### src/verilog/lsab_defines.svh
`ifndef LSAB_DEFINES_SVH
`define LSAB_DEFINES_SVH

// queue bank geometry
`define LSAB_NUM_QUEUES 4
`define LSAB_QSEL_W     2

// per-queue region, 64 slots but one always stays free
`define LSAB_PTR_W      6
`define LSAB_QUEUE_MAX  63

// payload
`define LSAB_DATA_W     32

// shared RAM, {qsel, ptr}
`define LSAB_MEM_ADDR_W 8

`endif

### src/verilog/lsab_queue_pkg.sv
`include "lsab_defines.svh"

package lsab_queue_pkg;

  typedef logic [`LSAB_DATA_W-1:0] lsab_word_t;

  // one lane per queue
  typedef logic [`LSAB_NUM_QUEUES-1:0][`LSAB_DATA_W-1:0] lsab_word_vec_t;

  typedef logic [`LSAB_QSEL_W-1:0] lsab_qsel_t;

  typedef logic [`LSAB_PTR_W-1:0] lsab_ptr_t;

  typedef logic [`LSAB_NUM_QUEUES-1:0] lsab_qmask_t;

  // strobe plus queue number, no ready
  typedef struct packed {
    logic       valid;
    lsab_qsel_t qsel;
  } lsab_req_t;

  typedef struct packed {
    lsab_ptr_t wr_ptr;
    lsab_ptr_t rd_ptr;
    logic      empty;
    logic      full;
    logic      push_ok; // combinational, push and not full
    logic      pop_ok;  // combinational, pop and not empty
  } lsab_qstate_t;

endpackage

### src/verilog/lsab_mem_pkg.sv
`include "lsab_defines.svh"

package lsab_mem_pkg;

  // write side of the shared RAM
  typedef struct packed {
    logic                        en;
    logic [`LSAB_MEM_ADDR_W-1:0] addr; // {qsel, wr_ptr}
    logic [`LSAB_DATA_W-1:0]     data;
  } lsab_mem_wr_t;

  // read side, data comes back through the capture register
  typedef struct packed {
    logic                        en;
    logic [`LSAB_MEM_ADDR_W-1:0] addr; // {qsel, rd_ptr}
  } lsab_mem_rd_t;

endpackage

### src/verilog/lsab_port_mux.sv
`timescale 1ns/1ps
`include "lsab_defines.svh"

module lsab_port_mux
  import lsab_queue_pkg::*,
         lsab_mem_pkg::*;
(
  input  lsab_req_t      wr_req,
  input  lsab_req_t      rd_req,
  input  lsab_word_vec_t wr_data,
  input  lsab_qstate_t   qstate [`LSAB_NUM_QUEUES],
  output lsab_qmask_t    push,
  output lsab_qmask_t    pop,
  output lsab_mem_wr_t   mem_wr,
  output lsab_mem_rd_t   mem_rd
);

  lsab_qstate_t wr_q;
  lsab_qstate_t rd_q;
  lsab_word_t   wr_word;

  // one-hot request decode
  always_comb begin
    push = '0;
    if (wr_req.valid)
      push[wr_req.qsel] = 1'b1;
  end

  always_comb begin
    pop = '0;
    if (rd_req.valid)
      pop[rd_req.qsel] = 1'b1;
  end

  // state of the queue each port is addressing
  assign wr_q = qstate[wr_req.qsel];
  assign rd_q = qstate[rd_req.qsel];

  assign wr_word = wr_data[wr_req.qsel]; // lane of the target queue

  always_comb begin
    mem_wr      = '0;
    mem_wr.en   = wr_q.push_ok; // already gated by full
    mem_wr.addr = {wr_req.qsel, wr_q.wr_ptr};
    mem_wr.data = wr_word;
  end

  always_comb begin
    mem_rd      = '0;
    mem_rd.en   = rd_q.pop_ok; // already gated by empty
    mem_rd.addr = {rd_req.qsel, rd_q.rd_ptr};
  end

endmodule

### config.mk
export PLATFORM = sky130hd
export DESIGN_NAME = lsab_port_mux
export DESIGN_NICKNAME = d
export VERILOG_FILES = /design/src/verilog/lsab_queue_pkg.sv /design/src/verilog/lsab_mem_pkg.sv /design/src/verilog/lsab_port_mux.sv
export VERILOG_INCLUDE_DIRS = /design/src /design/src/verilog
export SDC_FILE = /design/constraint.sdc
export NUM_CORES = 1
export LEC_CHECK = 0
export BUFFER_PORTS_ARGS = -buffer_cell sky130_fd_sc_hd__buf_2
export CAP_MARGIN = 10
export CORE_AREA = 2 2 100 102
export DETAILED_ROUTE_END_ITERATION = 6
export DIE_AREA = 0 0 102 104
export GPL_TIMING_DRIVEN = 1
export PLACE_DENSITY = 0.53
export SLEW_MARGIN = 20
export SYNTH_ARGS = -nofsm -noshare
export SYNTH_HDL_FRONTEND = slang
export SYNTH_SLANG_ARGS = --single-unit
### constraint.sdc
create_clock -name vclk -period 1
set_clock_uncertainty 0.1 [all_clocks]
set_input_delay 0.05 -clock vclk [all_inputs]
set_output_delay 0.05 -clock vclk [all_outputs]
set_load 0.005 [all_outputs]
# After elaboration in Yosys (flattened, before gate mapping)
# Index checks and enable logic that the tools add are counted.
[word_totals]
out_inout_bits = 58
ff_bits = 0
inputBits = 198
[classes]
bitwise_logic = 2
magnitude_cmp = 6
reduce_logical = 2
mux = 14
[op_table]
columns = ["cell", "count"]
rows = [
  ["16-bit binary-select mux with 2-bit select", 2],
  ["32-bit binary-select mux with 2-bit select", 1],
  ["16-bit two-way mux", 2],
  ["32-bit two-way mux", 1],
  ["10-bit two-way mux", 2],
  ["4-bit two-way mux", 2],
  ["3-bit >= comparator (second input constant)", 2],
  ["2-bit by 3-bit < comparator with 1-bit output (second input constant)", 2],
  ["2-bit inverter with 3-bit output", 2],
  ["1-bit demux with 2-bit select", 2],
  ["2-bit by 1-bit >= comparator with 1-bit output (second input constant)", 2],
  ["1-bit logical AND", 2],
  ["1-bit two-way mux", 2],
]

# Depth between registers and ports, before layout
[logic_depth]
ltp_word = 5
mapped_depth = 3
mapped_depth_nobuf = 1

# Worst setup path before layout
# OpenSTA, ideal clock, no wires.
[synth_path]
path_kind = "input to output"
start = "input wr_req[0] (netlist name)"
end = "output mem_wr[29] (netlist name)"
arrival_ps = 846
path_slack_ps = 4
cell_stages = 3
path_cell_list = "buf_6 > buf_6 > mux4_2"
[synth_lines]
columns = ["element", "line_no", "rtl"]
rows = [
  ["start: declaration", "lsab_port_mux.sv:8", "input lsab_req_t wr_req,"],
  ["end: declaration", "lsab_port_mux.sv:14", "output lsab_mem_wr_t mem_wr,"],
]

==> results.md <==
* Leftover overflow at the end of global routing at 0
* Internal at 0.000808 W
* Avg Inst Size Synth at 17.8 sq um
* Slowest CP cell: mux4_2
* Library cell with the largest summed area after synthesis: mux4_2
* Chip Width at 102 um
* Number of violations reported at the end of detailed-routing iteration 0 at 41
* Most used standard cell by instance count after synthesis: mux4_2
* Initial antenna violation count at 2
* Critical path data arrival time at 0.97 ns
* Total length of routed met3 wires at 734 um
* Count of pins over their slew limit at 0
* Data required time of the critical path at 0.85 ns
* Switching power share of the total at 32.6%
* Overall die height at 104 um
* Layout fillers at 1033
* Top-Level Pins at 256
* Fmax at 896 MHz
* Share of total power in sequential cells at 0%
* Core Rows at 36
* Residual DRC count at 0
* Sum of routed wire segments on met1 at 2640 um
* Slew @ Worst Pin at 0.212 ns
* Distinct cell type count after synthesis at 10
* Outcome: finished, violations left
* Leading post-synthesis cells by cell area: mux4_2 (81%), buf_12 (4.8%), and3b_1 (2.8%), buf_4 (2.4%), mux4_1 (2.1%)
* Area of the multi-input gates at 1100 sq um
* Clock buffer count in the final layout at 0
* Final ANT Viol Nets at 0
* Proportion of synthesized chip area in sequential cells at 0%
* Violated checks: negative setup slack
* Final Routed Wirelength at 7260 um
* Most used standard cells in the synthesized netlist: mux4_2 (45), buf_2 (5), and3b_1 (4), buf_4 (4), buf_12 (3)
* Cell family with the largest share of critical-path delay: multiplexers
* Uppermost metal layer occupied by signal nets: met5
* Leakage component of the power at 1.45 nW
* Vias per cell at 4.23
* Buffers added on ports at 248
* Length of the first detailed-routing pass in iterations at 4
* Final critical path time including I/O delays and setup at 1.12 ns
* Vias in the first global route at 2024
* PnR worst setup slack at -0.115 ns
* Worst-case headroom to the max-slew limit at 85.8%
* Relative area change from synthesis to final layout at 124%
* Diodes inserted at 0
* Setup repair after global routing missed its margin: true
* Layout Nets at 514
* WL/cell at 16.2 um
* Period utilization at 112%
* Path class of the lowest-slack min-delay path: in2out
* Proportion of power drawn by combinational gates at 100.0%
* Count of buffering cells on the critical path with inverters included at 3
* Total number of vias at 1889
* Switching power at 0.000391 W
* Max-Cap Viols at 0
* Global-route wire length before repair at 10500 um
* Post-Place Worst Slack at -0.307 ns
* Total power density per cell area at 429 nW/um^2
* Largest net degree at the start of global routing at 20
* Global routing usage summed across all routing layers at 12.8%
* Worst setup path class: in2out
* Number of hold-repair buffers added at the cts stage at 0
* Area of the die at 10600 sq um
* Endpoint type of the worst setup path: output port
* Sum of internal, switching and leakage power at 0.00120 W
* Peak supply drop at 0.188 mV
* Post-Syn Area at 1250 sq um
* Final-report hold violation count at 0
* Initial cell density of the core at 13.1%
* Worst path cell trace: buf_16, buf_12, mux4_2, buf_2
* Maximum cell stage delay along the critical path at 0.50 ns
* Number of failing setup endpoints in the final timing report at 38
* Warnings from Yosys at 0
* Placeable core area at 9550 sq um
* Element type at the critical path start: input port
* Seq Cell Count at 0
* Post-detail-place hpwl at 6140 um
* Area share of the largest cell type after synthesis at 81.2%
* Routed wl met2 at 3870 um
* RD Place Congestion at 0.757
* Layout Utilization at 29.3%
* Net count after synthesis at 268
* Worst-path maximum fanout at 9
* Storage element area at 0 sq um
* Power share of the clock group at 0%
* Layout cells sized above 1 at 97.5%
* Post-Synthesis Cells at 70
==> power by group through the flow <==
stage | Sequential (W) | Clock [W] | Combinational, W
floorplan | 0 | 0 | 0.000509
CTS | 0 | 0 | 0.00121
global route | 0 | 0 | 0.00131
detailed placement | 0 | 0 | 0.00110
global placement | 0 | 0 | 0.00108
finish | 0 | 0 | 0.00120
==> metal layers <==
layer / GRT usage [%] / vias up
met5: 0 / -
met4: 0 / 2
met3: 2.08 / 2
met2: 25.9 / 148
met1: 14.3 / 902
li1: - / 835
==> path summary, 6_finish.rpt <==
| path | from | to | slack [ns] | depth (start not counted) |
|---|---|---|---|---|
| worst max-delay path | wr_req[0] | mem_wr[9] | -0.12 | 4 |
| worst min-delay path | wr_req[0] | mem_wr[38] | 0.21 | 2 |
==> placed cells by master, fill, tap and decap left out <==
| cell type | n |
|---|---|
| buf_8 | 1 |
| buf_16 | 6 |
| nor3b_1 | 2 |
| and3_1 | 2 |
| mux4_2 | 46 |
| buf_6 | 3 |
| buf_4 | 3 |
| buf_2 | 243 |
| and3b_1 | 4 |
| buf_12 | 4 |
==> through the flow <==
step	instance area, sq um	setup TNS, ns	hold slack [ns]	cells
final	2800	-3.07	0.211	447
after detailed placement	2590	-11.99	0.319	441
after CTS	2790	-3.60	0.219	447
after floorplan	1250	0	0.0808	70
after global placement	2590	-11.33	0.317	441
after global routing	2800	-4.52	0.228	447
==> final cells by class <==
type / instances / share of cell area, %
Tap cell: 133 / 5.95
Multi-Input combinational cell: 54 / 39.3
Timing Repair Buffer: 260 / 54.8
==> cells by family after synthesis <==
kind of cell,count (synthesis),synth area share [%]
buf+inv,16,11.6
mux,46,83.4
simple gates,8,5.01
==> repair_timing <==
action / 4_1_cts / 5_1_grt
hold endpoints to repair: 0 / 0
gates resized for setup: 19 / 2
buffers inserted: 1 / 0
endpoints found under the setup margin: 46 / 38
gates cloned: 5 / 0
Power figures use the tool's default switching activity.
