--- config.mk ---
export PLATFORM = sky130hd
export DESIGN_NAME = lsab_queue_ctrl
export DESIGN_NICKNAME = d
export VERILOG_FILES = /design/src/verilog/lsab_queue_pkg.sv /design/src/verilog/lsab_queue_ctrl.sv
export VERILOG_INCLUDE_DIRS = /design/src /design/src/verilog
export SDC_FILE = /design/constraint.sdc
export NUM_CORES = 1
export LEC_CHECK = 0
export ABC_CLOCK_PERIOD_IN_PS = 2600
export BUFFER_PORTS_ARGS = -buffer_cell sky130_fd_sc_hd__buf_2
export CORE_MARGIN = 2
export CORE_UTILIZATION = 25
export CTS_BUF_LIST = sky130_fd_sc_hd__clkbuf_16
export CTS_CLUSTER_SIZE = 12
export DETAILED_ROUTE_END_ITERATION = 16
export SYNTH_ARGS = -nofsm -noshare
export SYNTH_HDL_FRONTEND = slang
export SYNTH_SLANG_ARGS = --single-unit
--- constraint.sdc ---
create_clock -name CLK -period 2.6 [get_ports CLK]
set_clock_uncertainty 0.15 [all_clocks]
set_input_delay 0.26 -clock CLK [delete_from_list [all_inputs] [get_ports CLK]]
set_output_delay 0.26 -clock CLK [all_outputs]
set_load 0.03 [all_outputs]
--- src/verilog/lsab_defines.svh ---
`ifndef LSAB_DEFINES_SVH
`define LSAB_DEFINES_SVH

// queue bank geometry
`define LSAB_NUM_QUEUES 4
`define LSAB_QSEL_W     2

// per-queue region, 64 slots but one always stays free
`define LSAB_PTR_W      6
`define LSAB_QUEUE_MAX  63

// payload
`define LSAB_DATA_W     32

// shared RAM, {qsel, ptr}
`define LSAB_MEM_ADDR_W 8

`endif

--- src/verilog/lsab_queue_pkg.sv ---
`include "lsab_defines.svh"

package lsab_queue_pkg;

  typedef logic [`LSAB_DATA_W-1:0] lsab_word_t;

  // one lane per queue
  typedef logic [`LSAB_NUM_QUEUES-1:0][`LSAB_DATA_W-1:0] lsab_word_vec_t;

  typedef logic [`LSAB_QSEL_W-1:0] lsab_qsel_t;

  typedef logic [`LSAB_PTR_W-1:0] lsab_ptr_t;

  typedef logic [`LSAB_NUM_QUEUES-1:0] lsab_qmask_t;

  // strobe plus queue number, no ready
  typedef struct packed {
    logic       valid;
    lsab_qsel_t qsel;
  } lsab_req_t;

  typedef struct packed {
    lsab_ptr_t wr_ptr;
    lsab_ptr_t rd_ptr;
    logic      empty;
    logic      full;
    logic      push_ok; // combinational, push and not full
    logic      pop_ok;  // combinational, pop and not empty
  } lsab_qstate_t;

endpackage

--- src/verilog/lsab_queue_ctrl.sv ---
`timescale 1ns/1ps
`include "lsab_defines.svh"

module lsab_queue_ctrl
  import lsab_queue_pkg::*;
(
  input  logic         CLK,
  input  logic         RST,
  input  logic         push,
  input  logic         pop,
  output lsab_qstate_t state
);

  lsab_ptr_t wr_ptr;
  lsab_ptr_t rd_ptr;
  lsab_ptr_t len;
  logic      full;
  logic      empty;

  logic      push_ok;
  logic      pop_ok;
  lsab_ptr_t len_nxt;
  logic      full_nxt;
  logic      empty_nxt;

  assign push_ok = push & ~full;  // write to a full queue is dropped
  assign pop_ok  = pop & ~empty;  // read of an empty queue is ignored

  always_comb begin
    case ({pop_ok, push_ok})
      2'b10:   len_nxt = len - 1'b1;
      2'b01:   len_nxt = len + 1'b1;
      default: len_nxt = len; // both or neither
    endcase
  end

  // flags only move on a net change of length
  always_comb begin
    full_nxt  = full;
    empty_nxt = empty;
    if (push_ok && !pop_ok) begin
      if (len == lsab_ptr_t'(`LSAB_QUEUE_MAX - 1))
        full_nxt = 1'b1;
      if (len == '0)
        empty_nxt = 1'b0;
    end else if (pop_ok && !push_ok) begin
      if (len == lsab_ptr_t'(`LSAB_QUEUE_MAX))
        full_nxt = 1'b0;
      if (len == lsab_ptr_t'(1))
        empty_nxt = 1'b1;
    end
  end

  always_ff @(posedge CLK) begin
    if (!RST) begin
      len   <= '0;
      full  <= 1'b0;
      empty <= 1'b1;
    end else begin
      len   <= len_nxt;
      full  <= full_nxt;
      empty <= empty_nxt;
    end
  end

  // pointers wrap inside the 64-word region
  always_ff @(posedge CLK) begin
    if (!RST) begin
      wr_ptr <= '0;
      rd_ptr <= '0;
    end else begin
      if (push_ok)
        wr_ptr <= wr_ptr + 1'b1;
      if (pop_ok)
        rd_ptr <= rd_ptr + 1'b1;
    end
  end

  always_comb begin
    state         = '0;
    state.wr_ptr  = wr_ptr;
    state.rd_ptr  = rd_ptr;
    state.empty   = empty;
    state.full    = full;
    state.push_ok = push_ok;
    state.pop_ok  = pop_ok;
  end

endmodule

[Yosys cells after proc, flatten, opt, wreduce, memory -nomap -nowiden]
Index checks and enable logic that the tools add are counted.
Storage, ports and cells
  bits in registers: 20
  bits in latches: 0
  memory bits (writable): 0
  ROM bits: 0
  output and inout port bits: 16
  logic and storage cells: 40
  memories: 0
Operators by class
  add/subtract/negate cells: 4
  multiply operators: 0
  divide/modulo/power cells: 0
  magnitude comparators: 0
  eq/ne operators: 7
  shift operators: 0
  multiplexer cells: 9
  bitwise gates (word level): 4
  reductions and logical operators: 11
Operators by type and width (number)
  $add A6 B1 Y6 const B: 3
  $eq A6 B6 Y1 const B: 2
  $pmux W6 S2: 1
  $mux W1: 8
  $reduce_bool A2 Y1: 4
  $eq A6 B1 Y1 const B: 1
  $logic_not A6 Y1: 1
  $reduce_and A3 Y1: 2
  $sub A6 B1 Y6 const B: 1
  $ne A2 B1 Y1 const B: 2
  $and A1 B1 Y1: 2
  $eq A2 B1 Y1 const B: 1
  $eq A2 B2 Y1 const B: 1
  $logic_and A1 B1 Y1: 2
  $logic_not A1 Y1: 2
  $not A1 Y1: 2

[Longest topological paths before layout]
Gate-level depths: netlist of run 1.
  word-level depth: 6
  gate-level depth with buffers: 9
  depth with buffers taken out: 7

[Worst setup path before layout of run 1]
Ideal clock, no wire load.
  path kind: register to register
  start point: reg empty
  end point: reg len[5]
  library setup time: 0.115 ns
  data arrival time: 2.097 ns
  required time: 2.335 ns
  setup slack: 0.239 ns
  cell stages (with the launch flop): 10
  buffers on the path: 2
  cells stage by stage: dfxtp_1 -> nor2b_1 -> clkbuf_1 -> inv_1 -> ha_1 -> buf_6 -> or4_4 -> a221oi_2 -> xor2_1 -> and2_1
On the way
  word-level cells in the longest chain between the ends: 4
Ends and longest elaborated chain
  start, declared: RTL line lsab_queue_ctrl.sv:18  | logic empty;
  start signal, assigned: RTL line lsab_queue_ctrl.sv:62  | empty <= empty_nxt;
  $not A1 Y1 (*): RTL line lsab_queue_ctrl.sv:27  | assign pop_ok = pop & ~empty;
  $and A1 B1 Y1 (*): RTL line lsab_queue_ctrl.sv:27
  named net pop_ok: RTL line lsab_queue_ctrl.sv:21  | logic pop_ok;
  $eq A2 B1 Y1 or $eq A2 B2 Y1 (tied branches): RTL line lsab_queue_ctrl.sv:30  | case ({pop_ok, push_ok})
  $pmux W6 S2 or $reduce_bool A2 Y1 (tied branches)
  end signal, assigned: RTL line lsab_queue_ctrl.sv:60  | len <= len_nxt;
  end, declared: RTL line lsab_queue_ctrl.sv:16  | lsab_ptr_t len;
The timed path passes the listed nets; every way through them passes the cells marked *.
A chain may end at the register's enable or synchronous reset.

[Final worst setup path of run 1]
  start point: reg empty
  end point: reg len[5]
On the way
  word-level cells in the longest chain between the ends: 4
Ends and longest elaborated chain (RTL line)
  $not A1 Y1 (*): lsab_queue_ctrl.sv:27
  $and A1 B1 Y1 (*): lsab_queue_ctrl.sv:27
  $eq A2 B1 Y1 or $eq A2 B2 Y1 (tied branches): lsab_queue_ctrl.sv:30
  $pmux W6 S2 or $reduce_bool A2 Y1 (tied branches)
Mark *: on every way between the ends. The rest lies on a longest branch, timed or not.

==> results of run 1 <==
area by class of cell:
| class | count | share of cell area |
|---|---|---|
| inverters | 4 | 0.0117 |
| well taps | 50 | 0.0486 |
| clock inverters | 1 | 0.0233 |
| flip-flops and latches | 20 | 0.311 |
| clock buffers | 3 | 0.0584 |
| multi-input cells | 81 | 0.461 |
| repair buffers | 21 | 0.0856 |
cells by family (layout without fill, tap and decap cells):
logic type	count (synthesis)	in the layout
buffers and inverters	14	29
adder cells (fa/ha/maj)	8	8
AND/OR/NAND/NOR	43	43
AO/OA/AOI/OAI	12	12
XOR/XNOR	15	15
flip-flops	20	20
multiplexers	3	3
sequential cells by signal (all words and copies together) (netlist names):
signal and cells:
wr_ptr 6, empty 1, len 6, full 1, rd_ptr 6
through the flow:
step / power [mW] / instance area [um2]
after CTS: 1.01 / 1290
after detailed placement: 0.586 / 1180
final: 1.00 / 1290
after floorplan: 0.548 / 1070
after global placement: 0.585 / 1180
after global routing: 1.06 / 1290
layer usage:
layer | vias to the layer above | wire, um | track usage
met5 | - | 0 | 0
met4 | 0 | 18 | 0.0261
met3 | 2 | 94 | 0.0189
met2 | 16 | 843 | 0.143
met1 | 366 | 980 | 0.111
li1 | 411 | - | -
worst paths after layout:
path / slack, ns / depth (start not counted) / from / endpoint
worst min register to register: 0.40 / 2 / rd_ptr[1] / rd_ptr[1]
worst min-delay path: 0.20 / 2 / RST / empty
worst max-delay path: 0.39 / 7 / empty / len[5]
worst max register to register: 0.39 / 7 / empty / len[5]
worst register-to-register path: cells and delay by family (launching register included):
| kind | cells | cell delay, ns |
|---|---|---|
| and+or+nand+nor | 3 | 0.89 |
| DFF | 1 | 0.33 |
| adders and majority gates | 1 | 0.30 |
| AOI/OAI and AO/OA | 1 | 0.30 |
| xor gates and xnor gates | 1 | 0.09 |
| buffers and inverters | 1 | 0.06 |
power by group through the flow:
stage / clock network (mW) / registers [mW] / logic [mW]
after floorplan: 0 / 0.386 / 0.162
after global placement: 0 / 0.386 / 0.199
after detailed placement: 0 / 0.385 / 0.201
after CTS: 0.433 / 0.379 / 0.203
after global routing: 0.450 / 0.386 / 0.229
final: 0.423 / 0.380 / 0.200
cell usage in the layout (no fill, tap or decap), types with 6 or more instances in the layout:
cell and instances:
and2_1 15, dfxtp_1 20, ha_1 8, nand4_1 6, xor2_1 6, nand2_1 7
xnor2_1 9, buf_2 19
==> impl_metrics.toml, run 1 <==
[status]
status = "finished, final reports clean"

[pwr]
swShare = 0.269
p_leak_nw = 0.569
clkPwrFrac = 0.422
p_sw_mw = 0.270
internal_power_mw = 0.732
powerDensity_mw_per_mm2 = 779
ir_drop_mv = 0.256
seqPwrFrac = 0.379
p_comb_frac = 0.199

[critical_path]
slowest_delay_ns = 0.58
cp-end-kind = "flip-flop"
crit_family = "simple AND/OR/NAND/NOR gates"
worst-path-buf-inv = 1
crit_required_ns = 2.60
cp.arrival_ns = 2.21
cp_cell_sequence = "nor2b_1, inv_1, ha_1, or4_4, a221oi_2, xor2_1, and2_1"
critPathKind = "flip-flop to flip-flop"
worstPathMaxFanout = 10
crit_slowest_cell = "or4_4"
startpoint_type = "flip-flop"

[die]
dieWidth_um = 69.4
die_height_um = 69.4
ios = 20
fp-row-count = 23
start_util = 0.263
dieArea_mm2 = 0.00481
core_mm2 = 0.00406

[yosys]
synthMuxAreaShare = 0.0281
synth-warning-count = 0
synth-compound-area-share = 0.0726
yosys_most_used_dff = "dfxtp_1"
netlist.area_leader.share = 0.375
yosys_register_bits = 20
synthAdderAreaFrac = 0.0937
yosysSeqAreaShare = 0.375
post_synth_inst_count = 115
synth.most_common_cell = "dfxtp_1"
synth-xor-area-share = 0.123
synth_nets = 127
netlist_area_mm2 = 0.00107
synth_top_family_by_area = "simple AND/OR/NAND/NOR gates"
synth.distinct_cells = 27
synth_common_cells = "dfxtp_1, and2_1, xnor2_1, ha_1, nand2_1"
async_flop_share = 0
synth-simple-area-share = 0.238
synthTopCellsByArea = "dfxtp_1, ha_1, and2_1"
synth_area_per_cell_um2 = 9.29
synth_edf_count = 0
yosysTopAreaCell = "dfxtp_1"

[global_routing]
grt_use_total = 0.0860
grt_pass1_wl_um = 3470
grt_max_degree = 21
antenna_found_initial = 0
grt_pass1_vias = 768
overflow = 0

[timing]
hold_viol = 0
rsz0062_at_grt = "no"
fmax_mhz = 452
tightest_slew_ns = 0.339
finalSetupTns_ns = 0
fin_crit_sh = 0.851
setup_violations = 0
whs_ns = 0.202
relSlewSlack = 0.774
slew_viol_final = 0
setup_slack_ns = 0.387
min_period_ns = 2.21

[place]
dp.cells = 176
dp_hpwl_um = 1390
dp_slack_ns = 0.360
gp_congestion = 0.833
numPortBuffers = 19

[cells_and_area]
drive_gt1_frac = 0.215
n_fill_cell = 419
postLayoutCoreUtil = 0.317
areaGrowthSynthToFinish_pct = 20.4
fin_nets = 143
seq_area_um2 = 400
final_cells = 180
diodes = 0
multi_input_area_um2 = 593

[hold_path]
hp-class = "primary input to flip-flop"

[clock_tree]
clock_latency_ns = 0.25
post-cts-setup-buffers = 0
cts_buffers = 3
cts-root-buf = "clkbuf_16"
clockBufferDepth = 2
cts_tree = "done"
cts_resized = 0
clk_pin_slew_ns = 0.06
hold_buffers = 0
h-tree-depth = 1
clock-sinks = 20

[detailed_routing]
drc_errors = 0
routed_via_density = 4.42
post_drt_wl_per_cell_um = 10.8
routed_wl_um = 1940
dr.pass1.iters = 4
drt-initial-drc-count = 38
antenna_left = 0
vias = 795

[flow_run]
maxCapViolations = 0
Power figures use the tool's default switching activity.
==> inputs of run 2 (changes only) <==
Settings changed: ABC_CLOCK_PERIOD_IN_PS 2600 to 2700.
Clock period 2.6 ns to 2.7 ns, I/O delays scaled along.
==> run 2 against run 1 <==
Against the previous run:
- global-route usage up 0.12 points
- largest power group unchanged
- final area unchanged
- final cell count unchanged
- non-clock buffer count unchanged
- combinational power down 4%
- hold slack better by 0.010 ns
- worst setup slack better by 0.10 ns
- critical path depth unchanged
- sequential cell count unchanged
- first-iteration DRC count down 68%
- clock power down 4.7%
- register-to-register slack better by 0.10 ns
==> impl_metrics.toml, run 2 (synthesized netlist as in run 1, its figures left out) <==
[clock_tree]
h-tree-depth = 1
post-cts-setup-buffers = 0
clk_pin_slew_ns = 0.06
cts-root-buf = "clkbuf_16"
clockBufferDepth = 2
clock-sinks = 20
cts_buffers = 3
cts_tree = "done"
hold_buffers = 0
clock_latency_ns = 0.25
cts_resized = 0

[critical_path]
crit_required_ns = 2.70
critPathKind = "flip-flop to flip-flop"
cp.arrival_ns = 2.21
worstPathMaxFanout = 10
startpoint_type = "flip-flop"
cp-end-kind = "flip-flop"

[timing]
finalSetupTns_ns = 0
tightest_slew_ns = 0.333
slew_viol_final = 0
whs_ns = 0.212
fmax_mhz = 453
fin_crit_sh = 0.818
relSlewSlack = 0.778
min_period_ns = 2.21
rsz0062_at_grt = "no"
hold_viol = 0
setup_violations = 0

[global_routing]
grt_pass1_wl_um = 3430
grt_use_total = 0.0872
grt_pass1_vias = 770
overflow = 0
grt_max_degree = 21
antenna_found_initial = 0

[detailed_routing]
dr.pass1.iters = 3
vias = 779
antenna_left = 0
post_drt_wl_per_cell_um = 10.7
routed_via_density = 4.33
routed_wl_um = 1930
drc_errors = 0
drt-initial-drc-count = 12

[cells_and_area]
fin_nets = 143
biggestRegsByFlops = "len (6), rd_ptr (6), wr_ptr (6)"
final_common_cell = "dfxtp_1"
drive_gt1_frac = 0.215
final_cell_mix = "dfxtp_1, buf_2, and2_1, xnor2_1, ha_1"
diodes = 0
areaGrowthSynthToFinish_pct = 20.4

[die]
dieWidth_um = 69.4
start_util = 0.263
dieArea_mm2 = 0.00481
ios = 20
die_height_um = 69.4
fp-row-count = 23
core_mm2 = 0.00406

[place]
gp_congestion = 0.831
dp_hpwl_um = 1410
numPortBuffers = 19

[pwr]
ir_drop_mv = 0.220
p_leak_nw = 0.569
finalPower_mw = 0.961
powerDensity_mw_per_mm2 = 747

[status]
status = "finished, final reports clean"

[flow_run]
maxCapViolations = 0

[hold_path]
hp-class = "primary input to flip-flop"
[run 2: cell counts in the layout (fill, tap and decap cells not counted)]
No cell type changed its count.
[run 2: final cells by class]
cell class	count	area, um2
Clock buffer	3	75.1
Fill cell	431	2770
Sequential cell	20	400
Tap cell	50	62.6
Timing Repair Buffer	21	110
Inverter	4	15.0
Clock inverter	1	30.0
Multi-Input combinational cell	81	593
[run 2: worst max-delay path, cell delays in order, from the launching register on]
cell and delay, ns:
dfxtp_1 0.32, nor2b_1 0.15, inv_1 0.06, ha_1 0.30
or4_4 0.58, a221oi_2 0.30, xor2_1 0.09, and2_1 0.15
[run 2: layer usage]
metal / GRT usage / share of wire / vias up
li1: - / - / 412
met1: 0.118 / 0.54 / 355
met2: 0.128 / 0.41 / 10
met3: 0.0291 / 0.044 / 2
met4: 0.0327 / 0.0093 / 0
met5: 0 / 0 / -
[run 2: where the power goes]
| part | switching [mW] | internal, mW |
|---|---|---|
| sequential | 0.0412 | 0.324 |
| clock | 0.109 | 0.294 |
| combinational | 0.106 | 0.0873 |
[run 2: path summary, 6_finish.rpt]
kind	startpoint	endpoint	slack (ns)	cells after the start
max	empty	len[5]	0.49	7
min	RST	empty	0.21	2
max reg2reg	empty	len[5]	0.49	7
min reg2reg	wr_ptr[1]	wr_ptr[1]	0.40	2
[run 2: metrics by stage]
stage	util	cells	worst slack, ns	instance area, um2
after detailed placement	0.291	176	0.454	1180
after global placement	0.291	176	0.482	1180
after floorplan	-	115	0.339	1070
after global routing	0.317	180	0.387	1290
after CTS	0.317	180	0.495	1290
final	0.317	180	0.492	1290
